--- config.mk ---
export PLATFORM = sky130hd
export DESIGN_NAME = application_top
export DESIGN_NICKNAME = d
export VERILOG_FILES = /design/src/verilog/pacer_pkg.sv /design/src/verilog/bank_pkg.sv /design/src/verilog/sync_fifo.sv /design/src/verilog/host_msg_assembler.sv /design/src/verilog/frame_pacer.sv /design/src/verilog/pulse_list_bank.sv /design/src/verilog/readout_monitor.sv /design/src/verilog/application_top.sv
export SDC_FILE = /design/constraint.sdc
export NUM_CORES = 1
export LEC_CHECK = 0
export ABC_AREA = 0
export BUFFER_PORTS_ARGS = -buffer_cell sky130_fd_sc_hd__buf_2
export CAP_MARGIN = 20
export CELL_PAD_IN_SITES_DETAIL_PLACEMENT = 0
export CELL_PAD_IN_SITES_GLOBAL_PLACEMENT = 2
export CORE_UTILIZATION = 35
export DETAILED_ROUTE_END_ITERATION = 10
export HOLD_SLACK_MARGIN = 0.08
export MAX_ROUTING_LAYER = met4
export PLACE_DENSITY_LB_ADDON = 0.1
export SETUP_SLACK_MARGIN = 0.4
export SYNTH_ARGS = -nofsm -noshare
export SYNTH_HDL_FRONTEND = slang
export SYNTH_SLANG_ARGS = --single-unit
--- constraint.sdc ---
create_clock -name CLK -period 9.2 [get_ports CLK]
set_clock_uncertainty 0.15 [all_clocks]
set_input_delay 0.46 -clock CLK [delete_from_list [all_inputs] [get_ports CLK]]
set_output_delay 0.46 -clock CLK [all_outputs]
set_load 0.005 [all_outputs]
--- src/verilog/pacer_pkg.sv ---
`default_nettype none

package pacer_pkg;

  localparam int XB_SIZE = 32;  // host word
  localparam int FRAME_W = 24;

  // three host words, the first one lands in the low bits
  typedef struct packed {
    logic [39:0]        reserved_hi;
    logic [FRAME_W-1:0] clock_per_frame;  // bits 55:32
    logic [FRAME_W-1:0] n_frame;          // bits 31:8
    logic               reserved_b7;
    logic               start;            // 1 start, 0 stop
    logic [4:0]         reserved_lo;
    logic               is_data;          // control message when low
  } host_msg_t;

  typedef enum logic [2:0] {
    PACER_STOPPED,
    PACER_INIT,            // filling bank 0
    PACER_STARTING_FRAME,
    PACER_FRAME,
    PACER_STOPPING_FRAME,
    PACER_INTERFRAME
  } pacer_state_t;

  typedef enum logic [7:0] {
    RPT_FRAME_DONE = 8'h01,
    RPT_RUN_DONE   = 8'h02,
    RPT_STOPPED    = 8'h03
  } report_op_t;

  // one host word per report
  typedef struct packed {
    logic [FRAME_W-1:0] frame;
    report_op_t         op;
  } report_t;

endpackage

`default_nettype wire

--- src/verilog/bank_pkg.sv ---
`default_nettype none

package bank_pkg;

  localparam int N_ZMW              = 64;
  localparam int ZMW_W              = 6;   // log2(N_ZMW)
  localparam int BRAM_READ_LATENCY  = 3;
  localparam int CMD_FIFO_DEPTH     = 8;
  localparam int READOUT_FIFO_DEPTH = 16;
  localparam int READOUT_HIGH       = 10;  // leaves room for reads in flight

  typedef enum logic [1:0] {
    OP_STOP,
    OP_START_RD,
    OP_START_WR,
    OP_DATA
  } bank_op_t;

  typedef struct packed {
    bank_op_t         op;
    logic [ZMW_W-1:0] entry;  // payload of OP_DATA only
  } bank_cmd_t;

  typedef enum logic [1:0] {
    BANK_IDLE,
    BANK_WRITING,
    BANK_READING,
    BANK_THROTTLED
  } bank_state_t;

endpackage

`default_nettype wire

--- src/verilog/sync_fifo.sv ---
`timescale 1ns/1ps
`default_nettype none

// circular buffer, DEPTH must be a power of two
module sync_fifo #(
  parameter int WIDTH = 8,
  parameter int DEPTH = 8,
  parameter int HIGH  = DEPTH - 1
) (
  input  wire              CLK,
  input  wire              RESET,
  input  wire              wr,
  input  wire  [WIDTH-1:0] din,
  input  wire              rd,
  output logic [WIDTH-1:0] dout,
  output logic             full,
  output logic             high,
  output logic             empty
);
  logic [WIDTH-1:0]         mem [DEPTH];
  logic [$clog2(DEPTH)-1:0] wr_ptr, rd_ptr;
  logic [$clog2(DEPTH):0]   count;
  logic                     wr_ok, rd_ok;

  assign wr_ok = wr && !full;   // writes into a full FIFO are dropped
  assign rd_ok = rd && !empty;

  assign dout  = mem[rd_ptr];   // head, valid while not empty
  assign full  = count == DEPTH[$clog2(DEPTH):0];
  assign high  = count >= HIGH[$clog2(DEPTH):0];
  assign empty = count == '0;

  always_ff @(posedge CLK) begin
    if (wr_ok) mem[wr_ptr] <= din;
  end

  always_ff @(posedge CLK) begin
    if (RESET) begin
      wr_ptr <= '0;
      rd_ptr <= '0;
      count  <= '0;
    end else begin
      if (wr_ok) wr_ptr <= wr_ptr + 1'b1;  // wraps at DEPTH
      if (rd_ok) rd_ptr <= rd_ptr + 1'b1;
      case ({wr_ok, rd_ok})
        2'b10:   count <= count + 1'b1;
        2'b01:   count <= count - 1'b1;
        default: count <= count;
      endcase
    end
  end

endmodule

`default_nettype wire

--- src/verilog/host_msg_assembler.sv ---
`timescale 1ns/1ps
`default_nettype none

module host_msg_assembler (
  input  wire                           CLK,
  input  wire                           RESET,
  input  wire                           pc_msg_valid,
  input  wire  [pacer_pkg::XB_SIZE-1:0] pc_msg,
  output logic                          pc_msg_ack,
  output logic                          msg_valid,
  output pacer_pkg::host_msg_t          host_msg
);
  import pacer_pkg::*;

  logic [1:0]           word_idx;  // which of the three words comes next
  logic [2*XB_SIZE-1:0] cache;

  // the host never waits
  assign pc_msg_ack = pc_msg_valid;

  always_ff @(posedge CLK) begin
    if (RESET) begin
      word_idx  <= 2'd0;
      msg_valid <= 1'b0;
    end else begin
      msg_valid <= 1'b0;
      if (pc_msg_valid) begin
        if (word_idx == 2'd2) begin
          word_idx  <= 2'd0;
          msg_valid <= 1'b1;  // one cycle pulse
        end else begin
          word_idx <= word_idx + 1'b1;
        end
      end
    end
  end

  // word cache and the assembled message
  always_ff @(posedge CLK) begin
    if (pc_msg_valid) begin
      case (word_idx)
        2'd0:    cache[0 +: XB_SIZE]       <= pc_msg;
        2'd1:    cache[XB_SIZE +: XB_SIZE] <= pc_msg;
        default: host_msg                  <= {pc_msg, cache};
      endcase
    end
  end

endmodule

`default_nettype wire

--- src/verilog/frame_pacer.sv ---
`timescale 1ns/1ps
`default_nettype none

module frame_pacer (
  input  wire                          CLK,
  input  wire                          RESET,
  input  wire                          msg_valid,
  input  wire pacer_pkg::host_msg_t    host_msg,
  output logic [1:0]                   cmd_wr,
  output bank_pkg::bank_cmd_t          cmd0,
  output bank_pkg::bank_cmd_t          cmd1,
  input  wire  [1:0]                   cmd_full,
  input  wire                          entry_valid,
  input  wire  [bank_pkg::ZMW_W-1:0]   entry,
  output logic                         entry_ready,
  output logic                         rpt_req,
  output pacer_pkg::report_t           rpt,
  input  wire                          rpt_busy,
  output logic                         app_running
);
  import pacer_pkg::*;
  import bank_pkg::*;

  pacer_state_t       state;
  logic [FRAME_W-1:0] max_frame, frame_cnt;
  logic [FRAME_W-1:0] clock_per_frame, n_clock;
  logic [ZMW_W:0]     init_idx;      // 0 start, 1..N_ZMW data, N_ZMW+1 stop
  logic [ZMW_W-1:0]   fwd_cnt;
  logic               src, dst;      // bank read / bank written this frame
  logic               stop_pending;
  logic               start_msg, stop_msg, run_end;

  assign start_msg = msg_valid && !host_msg.is_data && host_msg.start;
  assign stop_msg  = msg_valid && !host_msg.is_data && !host_msg.start;
  assign dst       = ~src;
  assign run_end   = (frame_cnt == max_frame) || stop_pending;

  assign app_running = state != PACER_STOPPED;

  always_comb begin
    cmd_wr      = 2'b00;
    cmd0        = '{op: OP_STOP, entry: '0};
    cmd1        = '{op: OP_STOP, entry: '0};
    entry_ready = 1'b0;
    rpt_req     = 1'b0;
    rpt         = '{frame: frame_cnt, op: RPT_FRAME_DONE};
    case (state)
      PACER_INIT: begin
        cmd_wr[0] = !cmd_full[0];
        if (init_idx == '0) begin
          cmd0.op = OP_START_WR;
        end else if (init_idx != (ZMW_W + 1)'(N_ZMW + 1)) begin
          cmd0 = '{op: OP_DATA, entry: ZMW_W'(init_idx - 1'b1)};
        end
      end
      PACER_STARTING_FRAME: begin
        if (cmd_full == 2'b00) cmd_wr = 2'b11;  // both banks at once
        cmd0.op = src ? OP_START_WR : OP_START_RD;
        cmd1.op = src ? OP_START_RD : OP_START_WR;
      end
      PACER_FRAME: begin
        entry_ready = !cmd_full[dst];
        cmd_wr[dst] = entry_valid && !cmd_full[dst];
        cmd0        = '{op: OP_DATA, entry: entry};
        cmd1        = '{op: OP_DATA, entry: entry};
      end
      PACER_STOPPING_FRAME: begin
        // stop to the written bank together with the frame report
        rpt_req     = !(cmd_full[dst] || rpt_busy);
        cmd_wr[dst] = !(cmd_full[dst] || rpt_busy);
      end
      PACER_INTERFRAME: begin
        if (run_end) begin
          rpt_req = !rpt_busy;
          rpt.op  = (frame_cnt == max_frame) ? RPT_RUN_DONE : RPT_STOPPED;
        end
      end
      default: begin
      end
    endcase
  end

  always_ff @(posedge CLK) begin
    if (RESET) begin
      state           <= PACER_STOPPED;
      max_frame       <= '0;
      frame_cnt       <= '0;
      clock_per_frame <= '0;
      n_clock         <= '0;
      init_idx        <= '0;
      fwd_cnt         <= '0;
      src             <= 1'b0;
      stop_pending    <= 1'b0;
    end else begin
      if (state != PACER_STOPPED) n_clock <= n_clock + 1'b1;
      if (stop_msg && state != PACER_STOPPED) stop_pending <= 1'b1;
      case (state)
        PACER_STOPPED:
          if (start_msg) begin
            max_frame       <= host_msg.n_frame;
            clock_per_frame <= host_msg.clock_per_frame;
            frame_cnt       <= '0;
            init_idx        <= '0;
            src             <= 1'b0;  // bank 0 holds the first list
            stop_pending    <= 1'b0;
            state           <= PACER_INIT;
          end
        PACER_INIT:
          if (cmd_wr[0]) begin
            init_idx <= init_idx + 1'b1;
            if (init_idx == (ZMW_W + 1)'(N_ZMW + 1)) begin
              n_clock <= clock_per_frame;  // no wait before frame 1
              state   <= PACER_INTERFRAME;
            end
          end
        PACER_STARTING_FRAME:
          if (cmd_wr == 2'b11) begin
            frame_cnt <= frame_cnt + 1'b1;
            fwd_cnt   <= '0;
            state     <= PACER_FRAME;
          end
        PACER_FRAME:
          if (cmd_wr[dst]) begin
            fwd_cnt <= fwd_cnt + 1'b1;
            if (fwd_cnt == ZMW_W'(N_ZMW - 1)) state <= PACER_STOPPING_FRAME;
          end
        PACER_STOPPING_FRAME:
          if (rpt_req) begin
            src   <= dst;  // swap banks
            state <= PACER_INTERFRAME;
          end
        PACER_INTERFRAME:
          if (rpt_req) begin
            state <= PACER_STOPPED;
          end else if (!run_end && n_clock >= clock_per_frame) begin
            n_clock <= '0;
            state   <= PACER_STARTING_FRAME;
          end
        default: state <= PACER_STOPPED;
      endcase
    end
  end

endmodule

`default_nettype wire

--- src/verilog/pulse_list_bank.sv ---
`timescale 1ns/1ps
`default_nettype none

module pulse_list_bank (
  input  wire                        CLK,
  input  wire                        RESET,
  input  wire                        cmd_wr,
  input  wire bank_pkg::bank_cmd_t   cmd,
  output logic                       cmd_full,
  input  wire                        readout_high,
  output logic                       rd_valid,
  output logic [bank_pkg::ZMW_W-1:0] rd_entry
);
  import bank_pkg::*;

  bank_state_t                  state;
  bank_cmd_t                    head;
  logic                         cmd_empty, cmd_pop;
  logic [ZMW_W-1:0]             addr, wdata;
  logic                         ram_en, ram_we;
  logic [ZMW_W-1:0]             mem [N_ZMW];
  logic [ZMW_W-1:0]             rd_pipe [BRAM_READ_LATENCY];
  logic [BRAM_READ_LATENCY-1:0] vld_pipe;

  sync_fifo #(
    .WIDTH($bits(bank_cmd_t)),
    .DEPTH(CMD_FIFO_DEPTH)
  ) cmd_fifo_inst (
    .CLK(CLK), .RESET(RESET),
    .wr(cmd_wr), .din(cmd),
    .rd(cmd_pop), .dout(head),
    .full(cmd_full), .high(), .empty(cmd_empty)
  );

  // a reading bank only listens for stop
  assign cmd_pop = !cmd_empty &&
                   (state == BANK_IDLE || state == BANK_WRITING || head.op == OP_STOP);

  always_ff @(posedge CLK) begin
    if (RESET) begin
      state  <= BANK_IDLE;
      addr   <= '0;
      ram_en <= 1'b0;
      ram_we <= 1'b0;
    end else if (cmd_pop && head.op == OP_STOP) begin
      ram_en <= 1'b0;
      state  <= BANK_IDLE;
    end else begin
      case (state)
        BANK_IDLE: begin
          ram_en <= 1'b0;
          if (cmd_pop && head.op == OP_START_WR) begin
            addr  <= '1;  // first OP_DATA wraps to 0
            state <= BANK_WRITING;
          end else if (cmd_pop && head.op == OP_START_RD) begin
            addr   <= '0;
            ram_en <= 1'b1;
            ram_we <= 1'b0;
            state  <= BANK_READING;
          end
        end
        BANK_WRITING: begin
          ram_en <= cmd_pop && head.op == OP_DATA;
          ram_we <= 1'b1;
          if (cmd_pop && head.op == OP_DATA) begin
            addr  <= addr + 1'b1;
            wdata <= head.entry;
          end
        end
        BANK_READING:  // address issued this cycle
          if (addr == ZMW_W'(N_ZMW - 1)) begin
            ram_en <= 1'b0;
            state  <= BANK_IDLE;
          end else begin
            addr <= addr + 1'b1;
            if (readout_high) begin
              ram_en <= 1'b0;
              state  <= BANK_THROTTLED;
            end
          end
        default:  // BANK_THROTTLED
          if (!readout_high) begin
            ram_en <= 1'b1;
            state  <= BANK_READING;
          end
      endcase
    end
  end

  // list RAM with registered read, then the latency stages
  always_ff @(posedge CLK) begin
    if (ram_en) begin
      if (ram_we) mem[addr] <= wdata;
      rd_pipe[0] <= mem[addr];
    end
    for (int i = 1; i < BRAM_READ_LATENCY; i++) rd_pipe[i] <= rd_pipe[i-1];
  end

  always_ff @(posedge CLK) begin
    if (RESET) vld_pipe <= '0;
    else vld_pipe <= {vld_pipe[BRAM_READ_LATENCY-2:0], ram_en && !ram_we};
  end

  assign rd_valid = vld_pipe[BRAM_READ_LATENCY-1];
  assign rd_entry = rd_pipe[BRAM_READ_LATENCY-1];

endmodule

`default_nettype wire

--- src/verilog/readout_monitor.sv ---
`timescale 1ns/1ps
`default_nettype none

module readout_monitor (
  input  wire                        CLK,
  input  wire                        RESET,
  input  wire  [1:0]                 rd_valid,
  input  wire  [bank_pkg::ZMW_W-1:0] rd_entry0,
  input  wire  [bank_pkg::ZMW_W-1:0] rd_entry1,
  output logic                       readout_high,
  output logic                       entry_valid,
  output logic [bank_pkg::ZMW_W-1:0] entry,
  input  wire                        entry_ready,
  input  wire                        rpt_req,
  input  wire pacer_pkg::report_t    rpt,
  output logic                       rpt_busy,
  output logic                       fpga_msg_valid,
  output pacer_pkg::report_t         fpga_msg,
  input  wire                        fpga_msg_ready
);
  import pacer_pkg::*;
  import bank_pkg::*;

  logic [ZMW_W-1:0] merged;
  logic             entry_empty, rpt_empty;

  // only one bank reads at a time, idle stream masked to zero
  assign merged = ({ZMW_W{rd_valid[0]}} & rd_entry0) | ({ZMW_W{rd_valid[1]}} & rd_entry1);

  sync_fifo #(
    .WIDTH(ZMW_W),
    .DEPTH(READOUT_FIFO_DEPTH),
    .HIGH(READOUT_HIGH)
  ) readout_fifo_inst (
    .CLK(CLK), .RESET(RESET),
    .wr(|rd_valid), .din(merged),
    .rd(entry_ready), .dout(entry),
    .full(), .high(readout_high), .empty(entry_empty)
  );

  assign entry_valid = !entry_empty;

  // report holding slot, busy as soon as one report waits
  sync_fifo #(
    .WIDTH($bits(report_t)),
    .DEPTH(2),
    .HIGH(1)
  ) report_fifo_inst (
    .CLK(CLK), .RESET(RESET),
    .wr(rpt_req), .din(rpt),
    .rd(fpga_msg_ready), .dout(fpga_msg),
    .full(), .high(rpt_busy), .empty(rpt_empty)
  );

  assign fpga_msg_valid = !rpt_empty;

endmodule

`default_nettype wire

--- src/verilog/application_top.sv ---
`timescale 1ns/1ps
`default_nettype none

module application_top (
  input  wire                           CLK,
  input  wire                           RESET,
  input  wire                           pc_msg_valid,
  input  wire  [pacer_pkg::XB_SIZE-1:0] pc_msg,
  output logic                          pc_msg_ack,
  output logic                          fpga_msg_valid,
  output pacer_pkg::report_t            fpga_msg,
  input  wire                           fpga_msg_ready,
  output logic                          app_running
);
  import pacer_pkg::*;
  import bank_pkg::*;

  logic             msg_valid;
  host_msg_t        host_msg;
  logic [1:0]       cmd_wr, cmd_full, rd_valid;
  bank_cmd_t        cmd0, cmd1;
  logic [ZMW_W-1:0] rd_entry0, rd_entry1, entry;
  logic             readout_high, entry_valid, entry_ready;
  logic             rpt_req, rpt_busy;
  report_t          rpt;

  host_msg_assembler msg_assembler_inst (
    .CLK(CLK), .RESET(RESET),
    .pc_msg_valid(pc_msg_valid), .pc_msg(pc_msg), .pc_msg_ack(pc_msg_ack),
    .msg_valid(msg_valid), .host_msg(host_msg)
  );

  frame_pacer pacer_inst (
    .CLK(CLK), .RESET(RESET),
    .msg_valid(msg_valid), .host_msg(host_msg),
    .cmd_wr(cmd_wr), .cmd0(cmd0), .cmd1(cmd1), .cmd_full(cmd_full),
    .entry_valid(entry_valid), .entry(entry), .entry_ready(entry_ready),
    .rpt_req(rpt_req), .rpt(rpt), .rpt_busy(rpt_busy),
    .app_running(app_running)
  );

  pulse_list_bank bank0_inst (
    .CLK(CLK), .RESET(RESET),
    .cmd_wr(cmd_wr[0]), .cmd(cmd0), .cmd_full(cmd_full[0]),
    .readout_high(readout_high), .rd_valid(rd_valid[0]), .rd_entry(rd_entry0)
  );

  pulse_list_bank bank1_inst (
    .CLK(CLK), .RESET(RESET),
    .cmd_wr(cmd_wr[1]), .cmd(cmd1), .cmd_full(cmd_full[1]),
    .readout_high(readout_high), .rd_valid(rd_valid[1]), .rd_entry(rd_entry1)
  );

  readout_monitor monitor_inst (
    .CLK(CLK), .RESET(RESET),
    .rd_valid(rd_valid), .rd_entry0(rd_entry0), .rd_entry1(rd_entry1),
    .readout_high(readout_high),
    .entry_valid(entry_valid), .entry(entry), .entry_ready(entry_ready),
    .rpt_req(rpt_req), .rpt(rpt), .rpt_busy(rpt_busy),
    .fpga_msg_valid(fpga_msg_valid), .fpga_msg(fpga_msg),
    .fpga_msg_ready(fpga_msg_ready)
  );

endmodule

`default_nettype wire

==> results of run 1 <==
through the flow:
stage / power [mW] / std cells / setup WS [ns] / area [sq um] / utilization [%]
4_1_cts: 4.51 / 2178 / 5.47 / 18700 / 42.0
3_5_place_dp: 2.63 / 2067 / 5.50 / 16800 / 37.8
5_1_grt: 4.68 / 2178 / 5.17 / 18700 / 42.0
3_3_place_gp: 2.63 / 2066 / 5.49 / 16800 / 37.8
6_report: 4.44 / 2178 / 5.53 / 18700 / 42.0
2_1_floorplan: 2.45 / 1460 / 5.79 / 15900 / -
cell type report:
| cell class | instances | area, sq um | share of cell area, % |
|---|---|---|---|
| clock buffers | 49 | 1130 | 6.05 |
| clock inverters | 29 | 415 | 2.23 |
| inverters | 62 | 233 | 1.25 |
| multi-input cells | 971 | 6270 | 33.6 |
| flip-flops and latches | 363 | 9110 | 48.8 |
| well taps | 592 | 741 | 3.97 |
| repair buffers | 112 | 763 | 4.09 |
power groups by stage:
stage	Clock [mW]	Combinational [mW]	Sequential [mW]
4_1_cts	1.90	0.767	1.85
5_1_grt	1.97	0.849	1.86
2_1_floorplan	0	0.592	1.86
3_5_place_dp	0	0.753	1.88
3_3_place_gp	0	0.745	1.88
6_report	1.84	0.755	1.85
worst max-delay path: stages (launching register included):
cell	delay [ns]
dfxtp_1	0.63
inv_1	0.17
nor2_1	0.41
o21bai_1	0.14
a21oi_1	0.52
inv_1	0.12
ha_1	0.26
ha_1	0.29
a21o_1	0.17
a21oi_1	0.18
xnor2_1	0.09
or3_1	0.31
a21oi_1	0.14
cells in the mapped netlist (15+ instances only):
cell type	count	area share, %
nand4_1	20	0.79
o21ai_0	42	1.3
clkbuf_1	38	0.90
nand3_1	38	1.2
a21oi_1	141	4.5
nor3_1	21	0.66
a221oi_1	16	0.88
xnor2_1	39	2.2
nor3b_1	18	0.85
dfxtp_1	179	23
edfxtp_1	184	35
nor2_1	120	2.8
ha_1	58	4.6
nand2_1	188	4.5
xor2_1	55	3.0
mux2_2	29	2.1
a211oi_1	15	0.71
inv_1	62	1.5
cell families after synthesis:
kind of cell / after synthesis / synth area share (%)
AOI/OAI and AO/OA: 265 / 9.89
xor gates and xnor gates: 94 / 5.19
adders and majority gates: 61 / 4.96
buffers and inverters: 126 / 3.27
DFF: 363 / 57.5
muxes: 50 / 4.45
other: 1 / 0.0237
and+or+nand+nor: 495 / 14.8
metal layers:
metal / part of all wire (%) / global-route usage (%)
met2: 45 / 24.6
met5: 0 / -
met1: 50 / 22.4
met3: 3.5 / 3.07
met4: 1.7 / 4.12
flip-flops by register name (all words and copies together) (netlist names), 16 cells and up, named ones only:
| signal | flops |
|---|---|
| bank0_inst.cmd_fifo_inst.mem | 16 |
| bank1_inst.cmd_fifo_inst.mem | 16 |
| monitor_inst.report_fifo_inst.mem | 52 |
| msg_assembler_inst.cache | 50 |
| msg_assembler_inst.host_msg | 50 |
| pacer_inst.clock_per_frame | 24 |
| pacer_inst.frame_cnt | 24 |
| pacer_inst.max_frame | 24 |
| pacer_inst.n_clock | 24 |
what timing repair did:
action / 4_1_cts / 5_1_grt
endpoints found under the hold margin: 51 / 0
hold buffers: 33 / 0
setup endpoints to repair: 0 / 0
path summary, 6_finish.rpt:
check	startpoint	endpoint	cells after the start
worst max-delay path	pacer_inst.state[0]	bank0_inst.cmd_fifo_inst.count[3]	12
worst min register to register	msg_assembler_inst.cache[35]	msg_assembler_inst.host_msg[35]	0
worst max register to register	pacer_inst.state[0]	bank0_inst.cmd_fifo_inst.count[3]	12
worst min-delay path	fpga_msg_ready	monitor_inst.report_fifo_inst.rd_ptr	4
==> results.sh, run 1 <==
export IMPL_area_growth_pct=17.7
export IMPL_firstDrtPassIters=5
export IMPL_finalSetupViolations=0
export IMPL_p_sw_share_pct=26.9
export IMPL_initial_core_util_pct=35.7
export IMPL_slew_headroom_pct=31.0
export IMPL_cts_tree="done"
export IMPL_r2r_setup_slack_ns=5.53
export IMPL_clockBufferDepth=3
export IMPL_drive_gt1_share_pct=13.0
export IMPL_die_width_um=215
export IMPL_finalCritPeriodShare_pct=39.9
export IMPL_synth_ff_type="edfxtp_1"
export IMPL_fmax_ghz=0.273
export IMPL_vias_per_cell=4.84
export IMPL_pwr_share_clk_pct=41.4
export IMPL_layout_common_cells="188 x nand2_1, 184 x edfxtp_1, 179 x dfxtp_1, 141 x a21oi_1, 117 x nor2_1"
export IMPL_wl_um=36100
export IMPL_first_iter_violations=607
export IMPL_min_period_ns=3.67
export IMPL_rows=77
export IMPL_die_h_um=215
export IMPL_ys_ff_latch=363
export IMPL_grt_max_degree=82
export IMPL_finalMaxSlewViolations=0
export IMPL_power_frac_comb_pct=17.0
export IMPL_rsz0062_at_grt="no"
export IMPL_yosys_warnings=0
export IMPL_synthCells=1455
export IMPL_async_flop_share_pct=0
export IMPL_numCtsBuffers=42
export IMPL_core_area_sq_um=44400
export IMPL_worst_path_max_fanout=15
export IMPL_first_global_vias=10300
export IMPL_clk_pin_slew_ns=0.07
export IMPL_place_congestion=0.747
export IMPL_avgSynthCellArea_sq_um=10.9
export IMPL_ys_types=70
export IMPL_drv_cap=0
export IMPL_whs_ns=0.252
export IMPL_antenna_cells=0
export IMPL_via_count=10500
export IMPL_grt_antenna_before_repair=0
export IMPL_grt_usage_pct=16.3
export IMPL_end_kind="flip-flop"
export IMPL_cts_resized_gates=0
export IMPL_htreeDepth=2
export IMPL_p_sw_mw=1.20
export IMPL_hold_viol=0
export IMPL_ioPinCount=71
export IMPL_hold_class="input pin to flip-flop"
export IMPL_cts_setup_buffers=0
export IMPL_wl_per_cell_um=16.6
export IMPL_die_area_sq_um=46200
export IMPL_dp_hpwl_um=24100
export IMPL_status="finished, final reports clean"
export IMPL_crit_type="flip-flop to flip-flop"
export IMPL_io_buffers=64
export IMPL_yosysSeqAreaShare_pct=57.5
export IMPL_nFillCells=4334
export IMPL_cts_sinks=363
export IMPL_power_density_nw_per_um2=238
export IMPL_route_detailed_drc=0
export IMPL_grt_pass1_wl_um=57800
export IMPL_arrival_ns=4.02
export IMPL_p_int_mw=3.25
export IMPL_seqPwrFrac_pct=41.6
export IMPL_cp_start_kind="flip-flop"
export IMPL_synth_edf_count=184
export IMPL_syn_area_sq_um=15900
export IMPL_worstSkewPairLatency_ns=0.58
export IMPL_peakVddDrop_mv=0.138
export IMPL_overflow=0
export IMPL_nets=1649
export IMPL_final_common_cell="nand2_1"
export IMPL_power_leakage_nw=6.64
export IMPL_worst_slew_pin_slew_ns=1.03
export IMPL_cts_root_buf="clkbuf_16"
export IMPL_drtAntennaViolNets=0
export IMPL_crit_required_ns=9.55
export IMPL_tns_ns=0
No activity file was read; power rests on OpenSTA's default activity.
==> run 2, diff against run 1 <==
==> constraint.sdc (replaced) <==
create_clock -name CLK -period 3.58 [get_ports CLK]
set_clock_uncertainty 0.15 [all_clocks]
set_input_delay 0.179 -clock CLK [delete_from_list [all_inputs] [get_ports CLK]]
set_output_delay 0.179 -clock CLK [all_outputs]
set_load 0.005 [all_outputs]
==> results.sh, run 2 (synthesis results as in run 1) <==
export IMPL_drv_cap=0
export IMPL_peakVddDrop_mv=0.348
export IMPL_wl_per_cell_um=16.5
export IMPL_stdcell_count=2206
export IMPL_crit_slowest_cell="dfxtp_1"
export IMPL_worstSkewPairLatency_ns=0.57
export IMPL_area_growth_pct=19.3
export IMPL_firstDrtPassIters=5
export IMPL_detailedPlace_worstSlack_ns=0.312
export IMPL_arrival_ns=3.38
export IMPL_ioPinCount=71
export IMPL_power_density_nw_per_um2=604
export IMPL_worst_slew_pin_slew_ns=1.06
export IMPL_end_kind="flip-flop"
export IMPL_top_register="monitor_inst.report_fifo_inst.mem"
export IMPL_nFillCells=4204
export IMPL_place_congestion=0.801
export IMPL_clockBufferDepth=3
export IMPL_tns_ns=0
export IMPL_drive_gt1_share_pct=15.9
export IMPL_worst_path_buf_inv=1
export IMPL_nets=1678
export IMPL_grt_antenna_before_repair=0
export IMPL_place_inst=2085
export IMPL_p_sw_share_pct=27.0
export IMPL_final_common_cell="nand2_1"
export IMPL_power_leakage_nw=6.77
export IMPL_p_int_mw=8.34
export IMPL_htreeDepth=2
export IMPL_min_period_ns=3.05
export IMPL_via_count=10700
export IMPL_hold_viol=0
export IMPL_cts_tree="done"
export IMPL_largestRegisters="monitor_inst.report_fifo_inst.mem (52), msg_assembler_inst.cache (50), msg_assembler_inst.host_msg (50)"
export IMPL_place_area_sq_um=16900
export IMPL_hold_class="input pin to flip-flop"
export IMPL_wl_um=36400
export IMPL_grt_pass1_wl_um=58400
export IMPL_status="finished, final reports clean"
export IMPL_cp_top_family="compound AO/OA/AOI/OAI gates"
export IMPL_clk_pin_slew_ns=0.07
export IMPL_finalMaxSlewViolations=0
export IMPL_finalCritPeriodShare_pct=85.2
export IMPL_cts_root_buf="clkbuf_16"
export IMPL_p_sw_mw=3.08
export IMPL_crit_type="flip-flop to flip-flop"
export IMPL_slew_headroom_pct=29.5
export IMPL_seqPwrFrac_pct=41.7
export IMPL_fin_area_sq_um=18900
export IMPL_io_buffers=64
export IMPL_antenna_cells=0
export IMPL_largest_register_ffs=52
export IMPL_fin_util_pct=42.6
export IMPL_vias_per_cell=4.86
export IMPL_setup_slack_ns=0.529
export IMPL_drtAntennaViolNets=0
export IMPL_core_area_sq_um=44400
export IMPL_power_frac_comb_pct=18.4
export IMPL_path_cells="inv_1 -> mux2_2 -> o21bai_1 -> o21a_2 -> ha_1 -> ha_1 -> a21o_1 -> a21oi_1 -> xnor2_1 -> or3_1 -> a21oi_1"
export IMPL_grt_usage_pct=16.4
export IMPL_worst_path_max_fanout=7
export IMPL_cts_sinks=363
export IMPL_route_detailed_drc=0
export IMPL_finalSetupViolations=0
export IMPL_die_area_sq_um=46200
export IMPL_rsz0062_at_grt="no"
export IMPL_die_h_um=215
export IMPL_rows=77
export IMPL_first_iter_violations=640
export IMPL_initial_core_util_pct=35.7
export IMPL_grt_max_degree=83
export IMPL_layout_common_cells="188 x nand2_1, 184 x edfxtp_1, 170 x dfxtp_1, 138 x a21oi_1, 115 x nor2_1"
export IMPL_numCtsBuffers=41
export IMPL_fmax_ghz=0.328
export IMPL_die_width_um=215
export IMPL_pwr_share_clk_pct=39.9
export IMPL_first_global_vias=10600
export IMPL_slowest_delay_ns=0.48
export IMPL_cp_start_kind="flip-flop"
export IMPL_overflow=0
export IMPL_dp_hpwl_um=24300
export IMPL_crit_required_ns=3.91
## run 2: layer usage
metal / share of wire, % / GRT usage (%) / vias to the layer above
met5: 0 / - / -
met3: 2.9 / 2.83 / 56
li1: - / - / 5418
met4: 2.0 / 4.69 / 0
met2: 46 / 25.1 / 134
met1: 50 / 22.2 / 5116
## run 2: power by group through the flow
stage                     Clock (mW)  Sequential (mW)  Combinational (mW)
after floorplan                    0             4.77                1.52
after global placement             0             4.83                2.00
after detailed placement           0             4.84                2.00
after CTS                       4.71             4.75                2.04
after global routing            4.85             4.80                2.38
final                           4.55             4.77                2.10
## run 2: cell type report
type	count	area (sq um)	share of cell area, %
Clock buffer	51	1150	6.06
Clock inverter	25	329	1.74
Inverter	62	233	1.23
Multi-Input combinational cell	971	6320	33.4
Sequential cell	363	9130	48.3
Tap cell	592	741	3.92
Timing Repair Buffer	142	1010	5.34
## run 2: final timing paths
path | start | to | slack (ns) | depth (start not counted)
hold / removal | pc_msg[1] | msg_assembler_inst.cache[33] | 0.18 | 2
hold reg to reg | msg_assembler_inst.cache[41] | msg_assembler_inst.host_msg[41] | 0.25 | 0
setup reg to reg | pacer_inst.src | bank1_inst.cmd_fifo_inst.count[3] | 0.53 | 11
setup / recovery | pacer_inst.src | bank1_inst.cmd_fifo_inst.count[3] | 0.53 | 11
## run 2: repair_timing
item / in CTS / in global routing
endpoints found under the hold margin: 84 / 0
pin swaps: 0 / 1
resized for setup: 4 / 30
setup endpoints to repair: 2 / 58
buffers inserted: 0 / 9
hold buffers: 36 / 0
## run 2: stage by stage
step                hold WS, ns  total power [mW]
finish                    0.177              11.4
global route              0.152              12.0
global placement          0.206              6.83
floorplan                 0.128              6.29
CTS                       0.132              11.5
detailed placement        0.207              6.84
==> run 3, diff against run 2 <==
--- a/config.mk
+++ b/config.mk
@@ -10,7 +10,8 @@
 export CAP_MARGIN = 20
 export CELL_PAD_IN_SITES_DETAIL_PLACEMENT = 0
 export CELL_PAD_IN_SITES_GLOBAL_PLACEMENT = 2
-export CORE_UTILIZATION = 35
+export CORE_UTILIZATION = 40
+export CTS_CLUSTER_DIAMETER = 60
 export DETAILED_ROUTE_END_ITERATION = 10
 export HOLD_SLACK_MARGIN = 0.08
 export MAX_ROUTING_LAYER = met4
==> results.sh, run 3 (synthesis results as in run 1) <==
export IMPL_worst_slew_pin_slew_ns=0.739
export IMPL_drive_gt1_share_pct=15.7
export IMPL_end_kind="flip-flop"
export IMPL_grt_max_degree=54
export IMPL_grt_busiest_layer="met2"
export IMPL_fin_util_pct=48.6
export IMPL_power_leakage_nw=6.82
export IMPL_drtAntennaViolNets=0
export IMPL_min_period_ns=3.04
export IMPL_initial_core_util_pct=40.8
export IMPL_grt_antenna_before_repair=0
export IMPL_arrival_ns=3.37
export IMPL_fmax_ghz=0.329
export IMPL_wl_per_cell_um=16.3
export IMPL_rsz0062_at_grt="yes"
export IMPL_place_congestion=0.826
export IMPL_drv_cap=0
export IMPL_cts_tree="done"
export IMPL_multi_input_area_sq_um=6330
export IMPL_route_detailed_drc=0
export IMPL_overflow=0
export IMPL_finalSetupViolations=0
export IMPL_io_buffers=64
export IMPL_first_global_vias=10500
export IMPL_die_width_um=201
export IMPL_path_cells="mux4_1 -> mux2i_4 -> nand2_1 -> a21oi_1 -> ha_1 -> ha_1 -> a21o_1 -> a21oi_1 -> xnor2_1 -> or3_1 -> a21oi_1"
export IMPL_status="finished, final reports clean"
export IMPL_htreeDepth=2
export IMPL_nFillCells=3581
export IMPL_finalMaxSlewViolations=0
export IMPL_grt_pass1_wl_um=56600
export IMPL_place_area_sq_um=16800
export IMPL_dp_hpwl_um=23300
export IMPL_peakVddDrop_mv=0.410
export IMPL_largestRegisters="monitor_inst.report_fifo_inst.mem (52), msg_assembler_inst.cache (50), msg_assembler_inst.host_msg (50)"
export IMPL_hold_viol=0
export IMPL_slew_headroom_pct=50.8
export IMPL_slowest_delay_ns=0.61
export IMPL_hold_class="input pin to flip-flop"
export IMPL_place_inst=2007
export IMPL_worst_path_max_fanout=4
export IMPL_stdcell_count=2138
export IMPL_whs_ns=0.160
export IMPL_grt_use_met2_pct=27.6
export IMPL_cts_sinks=363
export IMPL_via_count=10700
export IMPL_clockBufferDepth=3
export IMPL_crit_type="flip-flop to flip-flop"
export IMPL_rows=72
export IMPL_largest_register_ffs=52
export IMPL_cts_root_buf="clkbuf_16"
export IMPL_tns_ns=0
export IMPL_ioPinCount=71
export IMPL_fin_area_sq_um=18900
export IMPL_finalCritPeriodShare_pct=84.8
export IMPL_vias_per_cell=5.01
export IMPL_die_h_um=201
export IMPL_die_area_sq_um=40400
export IMPL_use_met3_pct=3.39
export IMPL_layout_common_cells="188 x nand2_1, 184 x edfxtp_1, 169 x dfxtp_1, 138 x a21oi_1, 117 x nor2_1"
export IMPL_nets=1680
export IMPL_power_density_nw_per_um2=611
export IMPL_firstDrtPassIters=4
export IMPL_antenna_cells=0
export IMPL_path_common_cell="a21oi_1"
export IMPL_final_common_cell="nand2_1"
export IMPL_use_met1_pct=24.6
export IMPL_regArea_sq_um=9120
export IMPL_grt_usage_pct=18.1
export IMPL_area_growth_pct=19.1
export IMPL_core_area_sq_um=38800
export IMPL_top_register="monitor_inst.report_fifo_inst.mem"
export IMPL_first_iter_violations=514
export IMPL_wl_um=34800
export IMPL_numCtsBuffers=45
export IMPL_clk_pin_slew_ns=0.06
export IMPL_holdCritStartpoint="pc_msg[28]"
export IMPL_crit_slowest_cell="mux4_1"
export IMPL_crit_required_ns=3.91
export IMPL_cp_start_kind="flip-flop"
export IMPL_worstSkewPairLatency_ns=0.58
[run 3: cell types whose count changed in the layout (fill, tap and decap cells not counted), sizes merged]
cell         change
clkbuf           +3
clkinv           +5
clkinvlp         -4
buf              -1
inv              +5
bufinv           -1
dlygate4sd3      -1
[run 3: cell type report]
cell class / count / share of cell area, %
sequential: 363 / 48.3
multi-input combinational: 971 / 33.5
clock buffer: 54 / 6.25
timing repair buffer: 140 / 5.24
tap: 518 / 3.43
clock inverter: 30 / 1.98
inverter: 62 / 1.23
[run 3: worst paths after layout]
kind	endpoint	slack, ns	cells after the start
worst max register to register	bank0_inst.cmd_fifo_inst.count[3]	0.54	11
worst min-delay path	msg_assembler_inst.cache[28]	0.16	2
worst min register to register	msg_assembler_inst.host_msg[18]	0.27	0
worst max-delay path	bank0_inst.cmd_fifo_inst.count[3]	0.54	11
[run 3: metal layers]
| layer | part of all wire, % | up-vias |
|---|---|---|
| met5 | 0 | - |
| met3 | 3.5 | 62 |
| met2 | 45 | 142 |
| met1 | 50 | 5081 |
| li1 | - | 5418 |
| met4 | 2.2 | 0 |
[run 3: repair_timing]
item,4_1_cts,5_1_grt
setup buffers,1,11
resized for setup,7,19
pin swaps,0,2
endpoints found under the hold margin,101,0
hold buffers,35,0
setup endpoints to repair,27,60
[run 3: metrics by stage]
step                      setup slack (ns)  total power [mW]
after detailed placement             0.259              6.82
final                                0.544              11.5
after CTS                            0.433              11.6
after floorplan                      0.416              6.29
after global placement               0.366              6.80
after global routing                 0.355              12.1
[run 3: power by group]
part	internal, mW	leakage, nW	switching (mW)
clock	2.83	0.759	1.83
combinational	0.971	2.93	1.13
sequential	4.57	3.13	0.187
total	8.37	6.82	3.15
[run 3: critical path: cells and delay by family (launching register included)]
family                     cells  cell delay (ns)
DFF                            1             0.37
and+or+nand+nor                2             0.37
muxes                          2             0.80
adders and majority gates      2             0.49
xor gates and xnor gates       1             0.09
AOI/OAI and AO/OA              4             0.69
